[src/logic/memPkg.sv]
package memPkg;

    // the PC that the core fetches from after reset.
    localparam logic [31:0] resetVector = 32'hBFC00000;

    localparam int memWords = 1024;     // depth of the unified SRAM in words.
    localparam int memIndexBits = 10;   // the word index comes from address bits 11:2.

    // width of a single load or store.
    typedef enum logic [1:0] {
        sizeByte = 2'd0,
        sizeHalf = 2'd1,
        sizeWord = 2'd2
    } accessSize;

    // one request toward the SRAM port.
    typedef struct packed {
        logic        valid;        // request is present this cycle.
        logic        write;        // store when set, otherwise a read.
        logic [31:0] addr;         // byte address, word aligned by the requester.
        logic [31:0] wdata;        // store data already placed on its lanes.
        logic [3:0]  byteEnable;   // one bit per byte lane of wdata.
    } memRequest;

    // the SRAM answer, one cycle after a granted request.
    typedef struct packed {
        logic        valid;
        logic [31:0] rdata;        // undefined after a write.
    } memResponse;

    // a load or store as the pipeline hands it to the data unit.
    typedef struct packed {
        logic        write;
        accessSize   size;
        logic        signedLoad;   // sign-extend a byte or halfword load.
        logic [31:0] addr;
        logic [31:0] wdata;        // store value in the low bits.
    } dataCommand;

endpackage

[src/logic/dataAccess.sv]
`timescale 1ns/100ps

module dataAccess (
    input  logic               clk,
    input  logic               reset,
    input  logic               dataReq,
    input  memPkg::dataCommand dataCmd,
    input  memPkg::memResponse dataResp,
    output memPkg::memRequest  dataMemReq,
    output logic               dataDone,
    output logic               exception,
    output logic [31:0]        dataRdata
);

    logic              misaligned;
    logic [3:0]        storeEnable;
    logic [31:0]       laneData;
    logic              doneQ;
    logic              exceptionQ;
    memPkg::accessSize sizeQ;
    logic              signedQ;
    logic [1:0]        laneQ;
    logic [7:0]        byteSel;
    logic [15:0]       halfSel;

    always_comb begin
        misaligned = 1'b0;
        storeEnable = 4'b1111;
        laneData = dataCmd.wdata;
        case (dataCmd.size)
            memPkg::sizeByte: begin
                storeEnable = 4'b0001 << dataCmd.addr[1:0];
                laneData = {4{dataCmd.wdata[7:0]}};
            end
            memPkg::sizeHalf: begin
                misaligned = dataCmd.addr[0];
                storeEnable = dataCmd.addr[1] ? 4'b1100 : 4'b0011;
                laneData = {2{dataCmd.wdata[15:0]}};
            end
            default: begin
                misaligned = (dataCmd.addr[1:0] != 2'b00);
            end
        endcase
    end

    // a misaligned access never reaches the memory.
    always_comb begin
        dataMemReq.valid = dataReq && !misaligned;
        dataMemReq.write = dataCmd.write;
        dataMemReq.addr = {dataCmd.addr[31:2], 2'b00};
        dataMemReq.wdata = laneData;
        dataMemReq.byteEnable = storeEnable;
    end

    always_ff @(posedge clk) begin
        if (reset) begin
            doneQ <= 1'b0;
            exceptionQ <= 1'b0;
        end else begin
            doneQ <= dataReq;
            exceptionQ <= dataReq && misaligned;
        end
        if (dataReq) begin
            sizeQ <= dataCmd.size;                  // kept for the extension of the reply.
            signedQ <= dataCmd.signedLoad;
            laneQ <= dataCmd.addr[1:0];
        end
    end

    assign dataDone = doneQ;
    assign exception = exceptionQ;

    always_comb begin
        case (laneQ)
            2'd0: byteSel = dataResp.rdata[7:0];
            2'd1: byteSel = dataResp.rdata[15:8];
            2'd2: byteSel = dataResp.rdata[23:16];
            default: byteSel = dataResp.rdata[31:24];
        endcase
        halfSel = laneQ[1] ? dataResp.rdata[31:16] : dataResp.rdata[15:0];
        case (sizeQ)
            memPkg::sizeByte: dataRdata = {{24{signedQ && byteSel[7]}}, byteSel};
            memPkg::sizeHalf: dataRdata = {{16{signedQ && halfSel[15]}}, halfSel};
            default: dataRdata = dataResp.rdata;
        endcase
    end

    // an aligned access completes with its memory reply one cycle later.
    assert property (@(posedge clk) disable iff (reset)
        (dataReq && !misaligned) |=> (dataDone && dataResp.valid));

endmodule

[config.mk]
export PLATFORM = sky130hd
export DESIGN_NAME = dataAccess
export DESIGN_NICKNAME = d
export VERILOG_FILES = /design/src/logic/memPkg.sv /design/src/logic/dataAccess.sv
export SDC_FILE = /design/constraint.sdc
export NUM_CORES = 1
export LEC_CHECK = 0
export ABC_AREA = 1
export BUFFER_PORTS_ARGS = -buffer_cell sky130_fd_sc_hd__buf_2
export CORE_AREA = 4 4 77 79
export CTS_CLUSTER_SIZE = 28
export DETAILED_ROUTE_END_ITERATION = 8
export DIE_AREA = 0 0 81 83
export PLACE_DENSITY = 0.84
export REMOVE_ABC_BUFFERS = 1
export SLEW_MARGIN = 40
export SYNTH_ARGS = -nofsm -noshare
export SYNTH_HDL_FRONTEND = slang
export SYNTH_SLANG_ARGS = --single-unit
[constraint.sdc]
create_clock -name clk -period 3.1 [get_ports clk]
set_clock_uncertainty 0.1 [all_clocks]
set_input_delay 0.465 -clock clk [delete_from_list [all_inputs] [get_ports clk]]
set_output_delay 0.465 -clock clk [all_outputs]
set_load 0.02 [all_outputs]
Word level (Yosys, flattened, before mapping):

Cells that the tools add are included.

* register bits after elaboration: 7
* input bits: 104
* output and inout bits: 104
* word-level logic and storage cells: 26

* equal/unequal tests: 4
* shift-type cells: 1
* muxes and demuxes: 7
* reductions and logical operators: 9

Operators with widths (count)
* 32-bit case mux with 2 select lines: 2
* 8-bit case mux with 3 select lines: 1
* 16-bit two-way mux: 1
* 4-bit case mux with 2 select lines: 1
* 2-bit by 1-bit == test with 1-bit output (second input constant): 3
* 2-bit logical NOT: 3
* 1-bit logical AND: 4
* 4-bit two-way mux: 1
* 1-bit by 2-bit << shifter with 4-bit output (first input constant): 1
* 2-bit == test (second input constant): 1
* 1-bit case mux with 2 select lines: 1
* 2-bit nonzero test: 1
* 1-bit logical NOT: 1

Logic depth before layout (Yosys ltp):

Gate-level depths: netlist of the first run.

* word-level depth: 4
* depth in mapped cells: 7
* mapped depth without buffers: 6

Worst setup path after synthesis of the first run:

OpenSTA, ideal clock, no wires.

* path kind: input port to output port
* start: input port dataCmd[66] (netlist bit)
* end: output port dataMemReq[15] (netlist bit)
* data arrival time: 1.350 ns
* setup slack: 1.185 ns
* stages: 4
* cell sequence: buf_2 > nor2_1 > buf_4 > o21ai_0

RTL lines
* start, declared: RTL line dataAccess.sv:7 `input memPkg::dataCommand dataCmd,`
* end, declared: RTL line dataAccess.sv:9 `output memPkg::memRequest dataMemReq,`

Worst setup path after layout of the first run:

* start: register laneQ[1]
* end: output port dataRdata[12]

* word-level cells in the longest chain between the ends: 4

Ends and longest elaborated chain
* start, declared: RTL line dataAccess.sv:22 `logic [1:0] laneQ;`
* start signal, assigned: RTL line dataAccess.sv:66 `laneQ <= dataCmd.addr[1:0];`
* 2-bit == test, or another cell as far along: RTL line dataAccess.sv:74 `case (laneQ)`
* 8-bit case mux with 3 select lines: RTL line dataAccess.sv:74
* 1-bit logical AND: RTL line dataAccess.sv:82 `memPkg::sizeByte: dataRdata = {{24{signedQ && byteSel[7]}}, byteSel};`
* 32-bit case mux with 2 select lines (*): RTL line dataAccess.sv:81 `case (sizeQ)`
* end, declared: RTL line dataAccess.sv:12 `output logic [31:0] dataRdata`

Mark *: on every way between the ends. The rest lies on a longest branch, timed or not.

==> results_dict.tcl, run 1 <==
set metrics [dict create \
    critPathLaunchType "flop" \
    ctsLongestPathBuffers 2 \
    maxCapViolations 0 \
    drive_above_1_share_pct 40.0 \
    power_density_nw_per_um2 318 \
    worst-endpoint-arrival_ns 2.01 \
    final_worst_setup_slack_ns 0.529 \
    postSynthRegisterBits 7 \
    fillcell_total 601 \
    netlist.top_cell.by_area "sky130_fd_sc_hd__nand2_1" \
    timing.critical_path.to_type "output pin" \
    area.growth.synth_to_final_pct 29.9 \
    cellLeakagePower_nw 1.35 \
    route.detailed.wl_per_inst_um 14.0 \
    timing.critical_path.slowest_cell_delay_ns 0.48 \
    worstPathCellList "inv_2, nand2_1, nand2_1, nand3_2, nand3_2, nand3_1, buf_2" \
    root_buffer "sky130_fd_sc_hd__clkbuf_8" \
    rsz0062_at_grt "false" \
    global_route_wire_length_before_repair_um 9370 \
    multi_input_area_um2 930 \
    detailed_routing_iteration_count_for_the_pre_antenna_repair_pass 5 \
    core_region_area_um2 5340 \
    netlist_area_um2 1610 \
    synth_adder_area_share_pct 0 \
    tns_ns 0 \
    timing.critical_path.slowest_stage_cell "sky130_fd_sc_hd__edfxtp_1" \
    die_height_um 83 \
    placement_rows 27 \
    post_cts_buffers 0 \
    floorplan.initialDensity_pct 30.1 \
    timing.final.setup_violations 0 \
    place_congestion 0.841 \
    vdd.ir_drop.worst_uv 161 \
    timing_max_transition_violations_final 0 \
    p_total_mw 0.664 \
    timing_worst_slew_pin_value_ns 0.559 \
    viasPerCell 4.69 \
    clock_group_share_of_total_power_pct 18.6 \
    area_share_of_the_largest_cell_type_after_synthesis_pct 31.0 \
    die_width_um 81 \
    grt_util_all_layers_pct 17.8 \
    vias 2165 \
    tritoncts.num_buffers 3 \
    fin_crit_ns 2.57 \
    holdWs_ns 0.308 \
    timing_worst_setup_path_type "reg -> out" \
    fin_crit_sh_pct 82.9 \
    grt_max_degree 30 \
    outcome "finished, final reports clean" \
    place_hpwl_um 5470 \
    global_route.overflow_total 0 \
    max_freq_mhz 389 \
    post_synth_xor_area_fraction_pct 0 \
    postLayoutCoreUtil_pct 39.1 \
    largest_family_of_logic_cells_by_synthesized_area "simple AND/OR/NAND/NOR gates" \
    yosys-top-cells-area "sky130_fd_sc_hd__nand2_1, sky130_fd_sc_hd__buf_4, sky130_fd_sc_hd__edfxtp_1, sky130_fd_sc_hd__nand3_1, sky130_fd_sc_hd__o211ai_1" \
    portBuffers 142 \
    tritoncts "yes" \
    report.final.hold_viol_count 0 \
    tightest_slew_margin_relative_to_the_limit_pct 62.5 \
    synth_area_per_cell_um2 5.47 \
    power.share.sequential_pct 17.6 \
    area_taken_by_flip_flops_and_latches_um2 190 \
    p_int_mw 0.345 \
    synth_simple_gate_area_share_pct 45.0 \
    cts_num_sinks 7 \
    nets 495 \
    synth_seq_area_share_pct 11.8 \
    detail_route.drc_violations 0 \
    cts.repair.resized 0 \
    drt.antenna.violating_nets 0 \
    postRouteWirelength_um 6460 \
    antenna_cells 0 \
    num_io_pins 208 \
    cts_hold_buffers 0 \
    detailedPlace.worstSlack_ns 0.705 \
    power.switching_mw 0.319 \
    ys_types 21 \
    drt_iter0_drc 85 \
    antenna_found_initial 0 \
    synthesis.yosys.warnings 0 \
    die_area_um2 6720 \
    largest_fanout_on_the_critical_path 24 \
    switching_share_pct 48.0 \
    htree_levels 1 \
    post_synthesis_compound_gate_area_fraction_pct 12.3 \
    clk_transition_reported_paths_ns 0.04 \
    combPwrFrac_pct 63.8 \
    cp.required_ns 2.53 \
    grt_pass1_vias 1995 \
    synth.area.mux_share_pct 0 \
    syn_inst 294 \
    min-delay-path-class "in -> reg" \
]
[path summary, 6_finish.rpt]
path | startpoint | to | slack, ns | depth (start not counted)
worst max-delay path | laneQ[1] | dataRdata[12] | 0.53 | 7
worst min-delay path | reset | dataDone | 0.31 | 2
[through the flow]
stage,instance area (µm²),std cells
after floorplan,1210,240
after global placement,2040,458
after detailed placement,2040,458
after CTS,2090,462
after global routing,2090,462
final,2090,462
[cells by family (layout without fill, tap and decap cells)]
family,count (synthesis),after routing
buffers and inverters,80,175
other,1,2
AND/OR/NAND/NOR,173,173
flip-flops,7,7
AO/OA/AOI/OAI,33,33
[metal layers]
layer	track usage (%)	part of all wire (%)
met5	6.67	0
met3	8.89	15
met4	3.53	0.80
met1	19.3	40
met2	30.2	45
[critical path, delay by kind of cell (launching register included)]
family | cells | cell delay [ns]
buf+inv | 2 | 0.46
flops | 1 | 0.48
simple gates | 5 | 0.85
[synthesized netlist by cell type]
cell,n
sky130_fd_sc_hd__inv_2,3
sky130_fd_sc_hd__nor2_1,6
sky130_fd_sc_hd__o21a_1,1
sky130_fd_sc_hd__buf_4,42
sky130_fd_sc_hd__nand4_4,1
sky130_fd_sc_hd__clkbuf_1,5
sky130_fd_sc_hd__conb_1,1
sky130_fd_sc_hd__dfxtp_1,2
sky130_fd_sc_hd__nand3_2,2
sky130_fd_sc_hd__buf_2,4
sky130_fd_sc_hd__o21ai_0,11
sky130_fd_sc_hd__a21oi_1,8
sky130_fd_sc_hd__nor3_2,1
sky130_fd_sc_hd__buf_6,4
sky130_fd_sc_hd__edfxtp_1,5
sky130_fd_sc_hd__o21ai_1,1
sky130_fd_sc_hd__o211ai_1,12
sky130_fd_sc_hd__and3_1,1
sky130_fd_sc_hd__nand2_1,133
sky130_fd_sc_hd__inv_1,22
sky130_fd_sc_hd__nand3_1,29
[cell type report]
class / count / share of cell area [%]
Multi-Input combinational cell: 208 / 44.5
Timing Repair Buffer: 146 / 35.4
Sequential cell: 7 / 9.10
Inverter: 25 / 4.49
Tap cell: 72 / 4.31
Clock buffer: 4 / 2.16
[placed cells by master (no fill, tap or decap), drive strengths merged]
cell / count
o211ai: 12
inv: 25
nand4: 1
nor2: 6
edfxtp: 5
and3: 1
nor3: 1
dfxtp: 2
a21oi: 8
nand2: 133
o21ai: 12
buf: 146
o21a: 1
nand3: 31
conb: 2
clkbuf: 4
[power groups by stage]
stage / Sequential, mW / Clock [mW] / Combinational [mW]
after floorplan: 0.126 / 0 / 0.234
after global placement: 0.118 / 0 / 0.422
after detailed placement: 0.119 / 0 / 0.427
final: 0.117 / 0.123 / 0.424
after global routing: 0.118 / 0.130 / 0.463
after CTS: 0.117 / 0.126 / 0.428
[state kept, by name, summed over array words and instances (netlist names)]
| signal | cells |
|---|---|
| laneQ | 2 |
| sizeQ | 2 |
| dataDone | 1 |
| exception | 1 |
| signedQ | 1 |
Note: power is estimated with default switching activity, not from simulation.
==> inputs of run 2 (changes only) <==
- ABC_AREA: 1 -> 0
- CORE_AREA: 4 4 77 79 -> 4 4 79 81
- DIE_AREA: 0 0 81 83 -> 0 0 83 85
- PLACE_DENSITY: 0.84 -> 0.79
- clock period: 3.1 -> 2.51 ns (I/O delays scaled with it)
==> run 2 against run 1 <==
Net effect: total power up 25%; sequential cell count stayed put; hold slack got worse by 0.093 ns; routed wire length shrank 1.2%; critical path type unchanged; largest cell class unchanged.
==> results_dict.tcl, run 2 <==
set metrics [dict create \
    cp.required_ns 2.03 \
    cellLeakagePower_nw 1.17 \
    p_total_mw 0.832 \
    max_freq_mhz 440 \
    detailed_routing_iteration_count_for_the_pre_antenna_repair_pass 4 \
    share_of_synthesized_flip_flops_with_an_asynchronous_set_or_reset_pct 0 \
    area_share_of_the_largest_cell_type_after_synthesis_pct 19.9 \
    synth-edff-count 5 \
    placement_rows 27 \
    tritoncts.num_buffers 3 \
    rsz0062_at_grt "false" \
    worstPathCellList "nor4bb_1, a22oi_2, buf_4, a21oi_1, buf_2" \
    worst-endpoint-arrival_ns 1.80 \
    global_route_wire_length_before_repair_um 9830 \
    place_hpwl_um 5380 \
    route.detailed.wl_per_inst_um 16.4 \
    grt_pass1_vias 1908 \
    netlist_area_um2 1550 \
    timing_worst_setup_path_type "reg -> out" \
    fin_crit_sh_pct 90.6 \
    drive_above_1_share_pct 57.5 \
    detail_route.drc_violations 0 \
    root_buffer "sky130_fd_sc_hd__clkbuf_8" \
    die_height_um 85 \
    tns_ns 0 \
    dominantRegCellSynth "sky130_fd_sc_hd__edfxtp_1" \
    core_region_area_um2 5470 \
    fillcell_total 568 \
    synth_most_common_cell "sky130_fd_sc_hd__nand2_1" \
    report.final.hold_viol_count 0 \
    power_density_nw_per_um2 395 \
    yosys-top-cells-area "sky130_fd_sc_hd__buf_4, sky130_fd_sc_hd__mux2_2, sky130_fd_sc_hd__nand2_1, sky130_fd_sc_hd__edfxtp_1, sky130_fd_sc_hd__mux2i_1" \
    clk_transition_reported_paths_ns 0.04 \
    clock_group_share_of_total_power_pct 18.6 \
    p_int_mw 0.454 \
    layout.cells.most_common "sky130_fd_sc_hd__buf_2" \
    switching_share_pct 45.4 \
    fin_crit_ns 2.27 \
    antenna_found_initial 0 \
    vdd.ir_drop.worst_uv 144 \
    viasPerCell 4.86 \
    die_width_um 83 \
    outcome "finished, final reports clean" \
    num_io_pins 208 \
    cts_num_sinks 7 \
    synth_area_per_cell_um2 7.20 \
    area_taken_by_flip_flops_and_latches_um2 190 \
    global_route.overflow_total 0 \
    postRouteWirelength_um 6380 \
    multi_input_area_um2 997 \
    min-delay-path-class "in -> reg" \
    floorplan.initialDensity_pct 28.3 \
    holdWs_ns 0.216 \
    die_area_um2 7060 \
    dpl-instance-area_um2 2040 \
    antenna_cells 0 \
    drt.antenna.violating_nets 0 \
    largest_registers "laneQ: 2 flops, sizeQ: 2 flops" \
    power.switching_mw 0.378 \
    netlist.top_cell.by_area "sky130_fd_sc_hd__buf_4" \
    grt_util_all_layers_pct 16.9 \
    path_buf_inv 2 \
    maxCapViolations 0 \
    synth_seq_area_share_pct 12.3 \
    tritoncts "yes" \
    vias 1894 \
    place_congestion 0.899 \
    nets 423 \
    ctsLongestPathBuffers 2 \
    timing.critical_path.slowest_stage_cell "sky130_fd_sc_hd__edfxtp_1" \
    layout.cell_area.non_filler_um2 2110 \
    postSynthRegisterBits 7 \
    netlist_top_cells_count "sky130_fd_sc_hd__nand2_1, sky130_fd_sc_hd__buf_4, sky130_fd_sc_hd__mux2_2" \
    synthesis.yosys.warnings 0 \
    path_delay_family "flip-flops" \
    timing_max_transition_violations_final 0 \
    critPathLaunchType "flop" \
    timing.critical_path.slowest_cell_delay_ns 0.51 \
    most-common-layout-cells "sky130_fd_sc_hd__buf_2, sky130_fd_sc_hd__nand2_1, sky130_fd_sc_hd__mux2_2" \
    htree_levels 1 \
    timing.critical_path.to_type "output pin" \
    power.share.sequential_pct 16.9 \
    timing.final.setup_violations 0 \
    area.growth.synth_to_final_pct 36.1 \
    combPwrFrac_pct 64.5 \
    largest_fanout_on_the_critical_path 7 \
    ys_types 26 \
    syn_inst 215 \
    drt_iter0_drc 41 \
    portBuffers 142 \
    grt_max_degree 40 \
]
[run 2: logic make-up after synthesis]
logic type / count (synthesis) / share of synthesized area [%]
other: 1 / 0.242
flip-flops: 7 / 12.3
AO/OA/AOI/OAI: 46 / 18.9
buffers and inverters: 55 / 24.2
multiplexers: 34 / 24.0
AND/OR/NAND/NOR: 72 / 20.4
[run 2: cell type report]
| cell class | count | share of cell area, % |
|---|---|---|
| Timing Repair Buffer | 151 | 36.9 |
| Tap cell | 72 | 4.27 |
| Inverter | 2 | 0.356 |
| Multi-Input combinational cell | 154 | 47.3 |
| Clock buffer | 4 | 2.14 |
| Sequential cell | 7 | 9.02 |
[run 2: worst paths after layout]
path	startpoint	to	slack (ns)	cells after the start
setup / recovery	sizeQ[0]	dataRdata[9]	0.24	5
hold / removal	reset	dataDone	0.22	2
[run 2: metal layers]
metal | track usage, % | routed length [µm] | up-vias
met5 | 4.90 | 0 | -
met3 | 12.4 | 1220 | 8
met4 | 3.42 | 48 | 0
met2 | 26.7 | 2760 | 172
met1 | 18.0 | 2360 | 807
li1 | - | - | 907
[run 2: power groups by stage]
stage | registers [mW] | logic [mW] | clock network, mW
floorplan | 0.155 | 0.286 | 0
global placement | 0.142 | 0.531 | 0
detailed placement | 0.142 | 0.536 | 0
CTS | 0.141 | 0.537 | 0.160
global route | 0.142 | 0.582 | 0.164
finish | 0.141 | 0.537 | 0.155
[run 2: timing repair]
item                                   CTS  global route
hold buffers                             0             0
buffers inserted                         0             2
endpoints found under the hold margin    0             0
setup endpoints to repair                0            18
gates resized for setup                  0             2
[run 2: metrics by stage]
step	util, %	setup WS (ns)	std cells
CTS	38.1	0.0188	388
floorplan	-	0.252	163
global placement	37.3	0.235	384
detailed placement	37.3	0.210	384
global route	38.5	0.145	390
finish	38.5	0.237	390
