**src/logic/memPkg.sv**
```systemverilog
package memPkg;

    // the PC that the core fetches from after reset.
    localparam logic [31:0] resetVector = 32'hBFC00000;

    localparam int memWords = 1024;     // depth of the unified SRAM in words.
    localparam int memIndexBits = 10;   // the word index comes from address bits 11:2.

    // width of a single load or store.
    typedef enum logic [1:0] {
        sizeByte = 2'd0,
        sizeHalf = 2'd1,
        sizeWord = 2'd2
    } accessSize;

    // one request toward the SRAM port.
    typedef struct packed {
        logic        valid;        // request is present this cycle.
        logic        write;        // store when set, otherwise a read.
        logic [31:0] addr;         // byte address, word aligned by the requester.
        logic [31:0] wdata;        // store data already placed on its lanes.
        logic [3:0]  byteEnable;   // one bit per byte lane of wdata.
    } memRequest;

    // the SRAM answer, one cycle after a granted request.
    typedef struct packed {
        logic        valid;
        logic [31:0] rdata;        // undefined after a write.
    } memResponse;

    // a load or store as the pipeline hands it to the data unit.
    typedef struct packed {
        logic        write;
        accessSize   size;
        logic        signedLoad;   // sign-extend a byte or halfword load.
        logic [31:0] addr;
        logic [31:0] wdata;        // store value in the low bits.
    } dataCommand;

endpackage

```
**src/logic/instructionFetch.sv**
```systemverilog
`timescale 1ns/100ps

module instructionFetch (
    input  logic               clk,
    input  logic               reset,
    input  logic               absJump,
    input  logic               pcStall,
    input  logic               hang,
    input  logic [31:0]        absJumpAddress,
    input  memPkg::memResponse fetchResp,
    output memPkg::memRequest  fetchReq,
    output logic [31:0]        outputPC,
    output logic [31:0]        instruction,
    output logic               exception,
    output logic               bubble
);

    logic [31:0] pc;
    logic [31:0] nextPC;
    logic        hangState;
    logic        isHanging;
    logic        pendingRead;
    logic        pendingJump;
    logic [31:0] pendingJumpAddr;
    logic        deferJump;
    logic        takeJump;

    assign isHanging = hang || hangState;

    // the word for the current PC has not arrived yet.
    assign pendingRead = !pcStall && !fetchResp.valid;

    assign bubble = hangState || pendingRead;
    assign outputPC = hangState ? '0 : pc;
    assign instruction = isHanging ? '0 : fetchResp.rdata;

    // a misaligned PC is only reported while fetch is live.
    assign exception = !hangState && (pc[1:0] != 2'b00);

    always_comb begin
        nextPC = pc;
        deferJump = 1'b0;
        takeJump = 1'b0;
        if (reset) begin
            nextPC = memPkg::resetVector;
        end else if (pcStall || pendingRead) begin
            deferJump = absJump;                 // hold the PC and remember the jump.
        end else if (absJump) begin
            nextPC = absJumpAddress;
            takeJump = 1'b1;
        end else if (pendingJump) begin
            nextPC = pendingJumpAddr;
            takeJump = 1'b1;
        end else if (!isHanging) begin
            nextPC = pc + 32'd4;
        end
    end

    // fetch always reads. The address is the PC of the next cycle.
    always_comb begin
        fetchReq.valid = 1'b1;
        fetchReq.write = 1'b0;
        fetchReq.addr = nextPC;
        fetchReq.wdata = '0;
        fetchReq.byteEnable = 4'b1111;
    end

    always_ff @(posedge clk) begin
        if (reset) begin
            hangState <= 1'b0;
            pendingJump <= 1'b0;
        end else begin
            if (takeJump) begin
                hangState <= 1'b0;                  // any jump leaves the hang state.
            end else if (!pcStall && absJump) begin
                hangState <= 1'b0;
            end else if (!pcStall && hang) begin
                hangState <= 1'b1;
            end
            if (deferJump) begin
                pendingJump <= 1'b1;
            end else if (takeJump) begin
                pendingJump <= 1'b0;
            end
        end
        pc <= nextPC;                               // reset loads the vector through nextPC.
        if (deferJump) begin
            pendingJumpAddr <= absJumpAddress;
        end
    end

    // entering the hang state blanks the visible PC on the next cycle.
    assert property (@(posedge clk) disable iff (reset)
        (hang && !pcStall && !absJump && !takeJump) |=> (outputPC == '0));

    // no alignment fault is reported once fetch has been parked.
    assert property (@(posedge clk) disable iff (reset)
        (hang && !pcStall && !absJump && !takeJump) |=> !exception);

endmodule

```
**config.mk**
```make
export PLATFORM = sky130hd
export DESIGN_NAME = instructionFetch
export DESIGN_NICKNAME = d
export VERILOG_FILES = /design/src/logic/memPkg.sv /design/src/logic/instructionFetch.sv
export SDC_FILE = /design/constraint.sdc
export NUM_CORES = 1
export LEC_CHECK = 0
export BUFFER_PORTS_ARGS = -buffer_cell sky130_fd_sc_hd__buf_4
export CORE_UTILIZATION = 31
export DETAILED_ROUTE_END_ITERATION = 8
export PLACE_DENSITY = 0.64
export SLEW_MARGIN = 0
export SYNTH_ARGS = -nofsm -noshare
export SYNTH_HDL_FRONTEND = slang
export SYNTH_SLANG_ARGS = --single-unit
```
**constraint.sdc**
```tcl
create_clock -name clk -period 2.3 [get_ports clk]
set_input_delay 0.115 -clock clk [delete_from_list [all_inputs] [get_ports clk]]
set_output_delay 0.115 -clock clk [all_outputs]
set_load 0.05 [all_outputs]
```
Word level (Yosys, flattened, before mapping). Cells that the tools add are included.

Flip-flop bits (word level): 66. Word-level logic and storage cells: 33.

Add/subtract/negate cells: 1. Muxes and demuxes: 15. Reduce and logical (&&, ||, !) cells: 13.

Operator list (number): 32-bit two-way mux (7); 32-bit by 3-bit adder with 32-bit output (second input constant) (1); 1-bit two-way mux (8); 1-bit logical AND (4); 2-bit nonzero test (2); 1-bit zero test (3); 1-bit logical OR (3); 3-bit OR reduction (1).

Depth between registers and ports, before layout. Gate-level depths: netlist of the first run.

Word-level depth: 7. Mapped depth: 8. Depth with buffers taken out: 6.

Least setup slack after synthesis of the first run. No wires, ideal clock.

Path kind: flip-flop to flip-flop. Start: reg hangState. End: reg pc[22]. Setup time: 257 ps. Arrival: 2755 ps. Data required time: 2043 ps. Slack: -712 ps. Cell stages (with the launch flop): 9. Path buffers: 3. Path through: dfxtp_1 > buf_2 > and4bb_2 > buf_6 > and4_1 > buf_2 > nand3_1 > o311a_1 > a221oi_1.

RTL lines: from (decl) (RTL line instructionFetch.sv:20) `logic hangState;`; from (signal assigned) (RTL line instructionFetch.sv:70) `hangState <= 1'b0;`; from (signal assigned) (RTL line instructionFetch.sv:74) `hangState <= 1'b0;`; from (signal assigned) (RTL line instructionFetch.sv:76) `hangState <= 1'b0;`; to (signal assigned) (RTL line instructionFetch.sv:86) `pc <= nextPC;`; to (decl) (RTL line instructionFetch.sv:18) `logic [31:0] pc;`.

==> results.yml, run 1 <==
clocking:
  numCtsBuffers: 9
  clk_latency_ns: 0.33
  cts_num_sinks: 66
  clockRootBuffer: "clkbuf_16"
  clk_path_buf_depth: 2
  cts_tree: "built"
  htree_levels: 3
  clk_pin_slew_worst_paths_ns: 0.06
sta:
  fin_crit_sh_pct: 98.8
  fin_worst_skew_ns: 0.00572
  layout_min_cycle_time_ns: 2.27
  max_freq_mhz: 440
  setup_viol: 0
  hold_viol: 0
  worst_slack_ns: 0.0273
  rsz0062_at_grt: "true"
  slew_viol_final: 0
  relSlewSlack_pct: 55.1
  tightest_slew_ns: 0.671
  timing.hold.ws_ns: 0.134
cells_and_area:
  area_delta_synth_final_pct: 62.3
  nets: 740
  n_antenna_cell: 0
  postLayoutCellArea_um2: 6460
  stdcell_count: 846
  drive_above_1_share_pct: 41.4
grt:
  grt_pass1_wl_mm: 22.3
  grt_max_degree: 38
  grt_overflow_total: 0
  antenna_found_initial: 0
  grt_pass1_vias: 4093
  globalRouteTotalUtil_pct: 22.4
synth:
  yosysSeqAreaShare_pct: 41.2
  synth_area_um2: 3980
  synth.distinct_cells: 56
  synth_seq_cells: 66
  synth.avg_cell_area_um2: 8.84
  ys_warn_count: 0
  ys.flop_type: "dfxtp_1"
  syn_inst: 450
  synth_edf_count: 32
  async_flop_share_pct: 0
route:
  detail_route.vias_per_cell: 5.08
  initialDrtViolationCount: 273
  drcViolationCount: 0
  drt-total-wl_mm: 14.7
  first_pass_iters: 5
  wl_per_cell_um: 17.4
  ant_nets: 0
  routed-via-count: 4298
placed_design:
  dpl-instance-area_um2: 5640
  dpl.cell_count: 796
  port_buffers: 167
  gp_congestion: 0.870
  place_ws_ns: 0.116
  place_hpwl_mm: 11.1
die:
  die_w_um: 115
  die_y_um: 115
  rows: 41
  start_util_pct: 31.7
  io_pins: 206
  dieArea_um2: 13300
  core_um2: 12600
outcome:
  status: "completed"
worst_setup_path:
  cp_slowest_cell: "or4_4"
  crit_arrival_ns: 2.16
  r2r-start: "pc[13]"
  rrSetupSlack_ns: 0.47
  endpoint_kind: "output port"
  cp-start-kind: "register"
  crit_path_end: "fetchReq[62]"
  critical_path_class: "register to output port"
  worst_r2r_path_depth: 7
  worstPathMaxFanout: 4
  cp-startpoint: "pc[13]"
  cp_top_family: "simple AND/OR/NAND/NOR gates"
  cp_data_required_time_ns: 2.18
  crit_buf_inv: 1
  worstReg2RegEnd: "pc[17]"
  slowest_delay_ns: 0.46
  cp_cell_sequence: "and4_2 > nand4_4 > or4_4 > xor2_2 > a32oi_4 > buf_6"
  worstSetupPathDepth: 6
power:
  combinationalPowerShare_pct: 32.4
  p_per_area_nw_per_um2: 623
  internal_power_mw: 2.60
  power.total_mw: 4.03
  p_leak_nw: 2.78
  p_seq_share_pct: 33.9
  p_sw_mw: 1.43
  switching_share_pct: 35.4
  vdd.ir_drop.worst_uv: 334
  power.clock.fraction_pct: 33.8
worst_hold_path:
  hp-class: "primary input to register"
  min_path_cells: 3
run:
  cap_violations: 0
[flip-flops by register name, summed over array words and instances, names as in the netlist]
register / cells
pendingJump: 1
pendingJumpAddr: 32
pc: 32
hangState: 1
[worst register-to-register path: stages (launching register included)]
cell      delay [ns]
dfxtp_1         0.37
and4_2          0.29
nand4_4         0.14
buf_8           0.19
nor2_2          0.13
nand4_1         0.12
a211oi_2        0.38
buf_4           0.17
[cells in the mapped netlist (2+ instances only)]
master / number / area share (%)
buf_4: 39 / 7.4
and2_1: 38 / 6.0
nor2_1: 38 / 3.6
dfxtp_1: 34 / 17
edfxtp_1: 32 / 24
o21ai_0: 29 / 3.6
clkbuf_1: 25 / 2.4
nor2b_1: 24 / 3.8
a21oi_1: 20 / 2.5
nand2_1: 18 / 1.7
inv_1: 13 / 1.2
nand3_1: 11 / 1.4
o221ai_1: 11 / 2.4
a211oi_1: 9 / 1.7
and4_1: 8 / 1.8
a221oi_1: 7 / 1.5
nand4_1: 7 / 1.1
a31oi_1: 6 / 0.94
mux2i_1: 6 / 1.5
o22ai_1: 6 / 0.94
and3_1: 5 / 0.79
nand2b_1: 5 / 0.79
nor3_1: 5 / 0.63
nor4_1: 5 / 0.79
o2bb2ai_1: 5 / 1.1
a22oi_1: 4 / 0.75
a221o_1: 3 / 0.75
a2bb2oi_1: 2 / 0.44
a311oi_1: 2 / 0.44
a32oi_1: 2 / 0.44
a41oi_1: 2 / 0.44
buf_2: 2 / 0.25
conb_1: 2 / 0.19
o211ai_1: 2 / 0.38
o21a_1: 2 / 0.38
[through the flow]
step / utilization [%] / setup TNS, ns
after floorplan: - / -0.102
after global placement: 44.8 / 0
after detailed placement: 44.8 / 0
after CTS: 50.5 / -0.0242
after global routing: 51.4 / -0.325
final: 51.4 / 0
[metal layers]
metal | vias up | wire, um | GRT usage, %
met5 | - | 0 | 0
met4 | 0 | 225 | 7.79
met3 | 16 | 1100 | 4.69
met2 | 231 | 7140 | 37.2
met1 | 2027 | 6230 | 28.6
li1 | 2024 | - | -
[layout make-up]
type | instances | area [um2]
Clock buffer | 13 | 250
Inverter | 14 | 52.6
Fill cell | 1165 | 6110
Tap cell | 172 | 215
Sequential cell | 66 | 1650
Timing Repair Buffer | 240 | 1950
Clock inverter | 3 | 40.0
Multi-Input combinational cell | 338 | 2300
[cells in the final DEF (no fill, tap or decap), drive strengths merged, types with 6 or more instances in the layout]
cell and count:
nand2 18, dlygate4sd3 32, edfxtp 32, nand3 11, nand4 8, clkbuf 13
a21oi 20, inv 13, mux2i 6, a211oi 9, a31oi 6, o221ai 11
nor2 38, a221oi 7, dfxtp 34, nor2b 24, and2 38, buf 208
conb 38, o22ai 6, o21ai 29, and4 8
[power groups by stage]
| stage | combinational, mW | sequential (mW) | clock (mW) |
|---|---|---|---|
| 2_1_floorplan | 0.875 | 1.37 | 0 |
| 3_3_place_gp | 1.23 | 1.38 | 0 |
| 3_5_place_dp | 1.24 | 1.38 | 0 |
| 4_1_cts | 1.29 | 1.36 | 1.37 |
| 5_1_grt | 1.38 | 1.37 | 1.45 |
| 6_report | 1.30 | 1.36 | 1.36 |
[timing repair]
item,4_1_cts,5_1_grt
hold buffers,32,0
setup endpoints to repair,18,25
gates resized for setup,22,35
pin swaps,5,15
endpoints found under the hold margin,32,0
buffers inserted,1,1
[worst min path at each step]
stage                        from                  end  slack, ns
6_report                  pcStall            hangState       0.13
3_5_place_dp   absJumpAddress[10]  pendingJumpAddr[10]       0.31
5_1_grt                   pcStall            hangState       0.14
3_3_place_gp   absJumpAddress[23]  pendingJumpAddr[23]       0.31
2_1_floorplan   absJumpAddress[0]   pendingJumpAddr[0]       0.21
4_1_cts                   pcStall            hangState       0.14
[kinds of logic (layout without fill, tap and decap cells)]
group | count (synthesis) | count (layout) | synth area share (%)
AO/OA/AOI/OAI | 121 | 121 | 20.8
multiplexers | 6 | 6 | 1.51
XOR/XNOR | 2 | 2 | 0.440
other | 2 | 38 | 0.189
adder cells (fa/ha/maj) | 1 | 1 | 0.314
AND/OR/NAND/NOR | 170 | 170 | 23.8
flip-flops | 66 | 66 | 41.2
buffers and inverters | 82 | 270 | 11.7
(Power assumes the default switching activity.)
==> inputs of run 2 (changes only) <==
--- a/config.mk
+++ b/config.mk
@@ -5,10 +5,12 @@
 export SDC_FILE = /design/constraint.sdc
 export NUM_CORES = 1
 export LEC_CHECK = 0
+export ABC_AREA = 1
 export BUFFER_PORTS_ARGS = -buffer_cell sky130_fd_sc_hd__buf_4
+export CORE_MARGIN = 10
 export CORE_UTILIZATION = 31
 export DETAILED_ROUTE_END_ITERATION = 8
-export PLACE_DENSITY = 0.64
+export PLACE_DENSITY = 0.63
 export SLEW_MARGIN = 0
 export SYNTH_ARGS = -nofsm -noshare
 export SYNTH_HDL_FRONTEND = slang
==> run 2 against run 1 <==
  * Design area shrank 4.5%
  * Cell count up 11%
  * Wire length is 2.7% higher
  * Fmax grew 4.8%
  * Sequential power about the same
  * Combinational power is 8% lower
  * Via count shrank 1.1%
  * Hold slack worse by 0.12 ns
  * Register-to-register slack better by 0.21 ns
  * Synthesized cell count grew 25%
  * Setup slack better by 0.10 ns
  * Critical path depth rose by 4
  * Critical endpoint unchanged
  * Largest cell class unchanged
  * Largest power group unchanged
==> results.yml, run 2 <==
outcome:
  status: "completed"
die:
  start_util_pct: 31.6
  die_y_um: 136
  io_pins: 206
  core_um2: 13200
  dieArea_um2: 18500
  rows: 42
  die_w_um: 136
synth:
  synth.area.top_cells: "edfxtp_1 23%, dfxtp_1 16%, nor2_1 9.1%"
  yosys.area.top_type: "edfxtp_1"
  synth.distinct_cells: 41
  synth_common_cells: "101 x nor2_1, 88 x nand2_1, 84 x inv_1"
  ys.flop_type: "dfxtp_1"
  synth.avg_cell_area_um2: 7.42
  yosysMostFrequentCell: "nor2_1"
  synth_edf_count: 32
  ys_warn_count: 0
  synth.top_cell.area_share_pct: 23.0
  synth_area_um2: 4180
  async_flop_share_pct: 0
  syn_inst: 564
  yosysSeqAreaShare_pct: 39.2
  synth_seq_cells: 66
grt:
  grt_max_degree: 33
  grt_overflow_total: 0
  grt_pass1_vias: 4233
  globalRouteTotalUtil_pct: 15.5
  antenna_found_initial: 0
  grt_pass1_wl_mm: 22.7
placed_design:
  port_buffers: 167
  place_hpwl_mm: 11.9
  gp_congestion: 0.860
  dpl-instance-area_um2: 5490
worst_setup_path:
  endpoint_kind: "output port"
  cp_data_required_time_ns: 2.18
  cp-start-kind: "register"
  critical_path_class: "register to output port"
  crit_arrival_ns: 2.05
  worstPathMaxFanout: 6
  worst_r2r_path_depth: 10
power:
  switching_share_pct: 36.3
  p_sw_mw: 1.42
  vdd.ir_drop.worst_uv: 387
  combinationalPowerShare_pct: 30.5
  p_per_area_nw_per_um2: 636
  internal_power_mw: 2.50
  p_seq_share_pct: 34.8
  p_leak_nw: 2.89
  power.clock.fraction_pct: 34.7
cells_and_area:
  seq_area_um2: 1650
  nets: 832
  final_common_cell: "buf_4"
  area_delta_synth_final_pct: 47.4
  most-common-layout-cells: "174 x buf_4, 96 x nor2_1, 88 x nand2_1, 84 x inv_1, 38 x conb_1"
  n_antenna_cell: 0
  postLayoutCellArea_um2: 6170
  n_fill_cell: 1310
  drive_above_1_share_pct: 32.1
  largest_registers: "pc x32, pendingJumpAddr x32"
  multi_input_area_um2: 2000
clocking:
  clk_latency_ns: 0.33
  cts_tree: "built"
  clk_pin_slew_worst_paths_ns: 0.05
  clk_path_buf_depth: 2
  clockRootBuffer: "clkbuf_16"
  numCtsBuffers: 9
  htree_levels: 3
  cts_num_sinks: 66
route:
  detail_route.vias_per_cell: 4.51
  drt-total-wl_mm: 15.1
  wl_per_cell_um: 16.0
  ant_nets: 0
  drcViolationCount: 0
  initialDrtViolationCount: 216
  routed-via-count: 4252
  first_pass_iters: 5
run:
  cap_violations: 0
sta:
  hold_viol: 0
  slew_viol_final: 0
  fin_worst_skew_ns: 0.00609
  layout_min_cycle_time_ns: 2.17
  max_freq_mhz: 461
  tightest_slew_ns: 0.544
  timing.hold.ws_ns: 0.0182
  relSlewSlack_pct: 63.7
  setup_viol: 0
  fin_crit_sh_pct: 94.3
worst_hold_path:
  min_path_cells: 2
  hp-class: "primary input to register"
-- run 2: changes by cell type in the layout (fill, tap and decap cells not counted), sizes merged, moves of 9 or more --
cell / before / now
inv: 13 / 90
nand2: 18 / 91
nor2: 38 / 109
and2: 38 / 0
buf: 208 / 176
nand3: 11 / 37
nor2b: 24 / 0
a21oi: 20 / 10
o221a: 1 / 10
-- run 2: repair_timing --
action                                  4_1_cts  5_1_grt
hold buffers                                 32        0
endpoints found under the setup margin        1       16
endpoints found under the hold margin        32        0
resized for setup                             2       20
setup buffers                                 0        1
pin swaps                                     0        2
-- run 2: layer usage --
layer | track usage (%) | vias to the layer above | wire (um)
met5 | 0 | - | 0
met4 | 4.79 | 0 | 275
met3 | 4.46 | 16 | 1370
met2 | 24.8 | 168 | 6980
met1 | 19.8 | 1904 | 6470
li1 | - | 2164 | -
-- run 2: worst paths after layout --
| kind | from | to | slack (ns) |
|---|---|---|---|
| hold reg to reg | pc[1] | pc[1] | 0.52 |
| hold / removal | reset | hangState | 0.02 |
| setup / recovery | pc[2] | fetchReq[62] | 0.13 |
| setup reg to reg | pc[2] | pc[18] | 0.68 |
-- run 2: cells by family after synthesis --
group | share of synthesized area [%]
AND/OR/NAND/NOR | 28.1
buffers and inverters | 17.4
AO/OA/AOI/OAI | 13.8
flip-flops | 39.2
XOR/XNOR | 1.05
other | 0.179
adder cells (fa/ha/maj) | 0.299
-- run 2: critical path, cell delays in order (launching register included) --
cell     delay, ns
dfxtp_2       0.41
ha_4          0.17
nand3_2       0.11
nor2_4        0.16
nand3_4       0.12
nor2_4        0.18
nand2_1       0.07
nand2_1       0.07
nand3_2       0.06
a21oi_2       0.14
buf_4         0.21
-- run 2: per-stage QoR --
step / instances / power, mW / utilization (%) / setup TNS (ns) / worst slack (ns)
6_report: 942 / 3.92 / 46.6 / 0 / 0.131
5_1_grt: 942 / 4.08 / 46.6 / -0.00533 / -0.00533
4_1_cts: 941 / 3.94 / 46.1 / 0 / 0.0261
3_5_place_dp: 893 / 2.53 / 41.4 / 0 / 0.346
3_3_place_gp: 893 / 2.53 / 41.4 / 0 / 0.399
2_1_floorplan: 600 / 2.21 / - / 0 / 0.104
-- run 2: power by group through the flow --
stage	Sequential, mW	Combinational [mW]	Clock [mW]
after global placement	1.38	1.15	0
after detailed placement	1.38	1.15	0
after floorplan	1.37	0.837	0
after global routing	1.37	1.27	1.44
final	1.36	1.20	1.36
after CTS	1.36	1.20	1.38
-- run 2: layout make-up --
type | count | share of cell area, %
clock buffers | 9 | 3.65
clock inverters | 7 | 1.14
inverters | 91 | 5.62
multi-input cells | 385 | 32.4
flip-flops and latches | 66 | 26.8
well taps | 176 | 3.57
repair buffers | 208 | 26.9
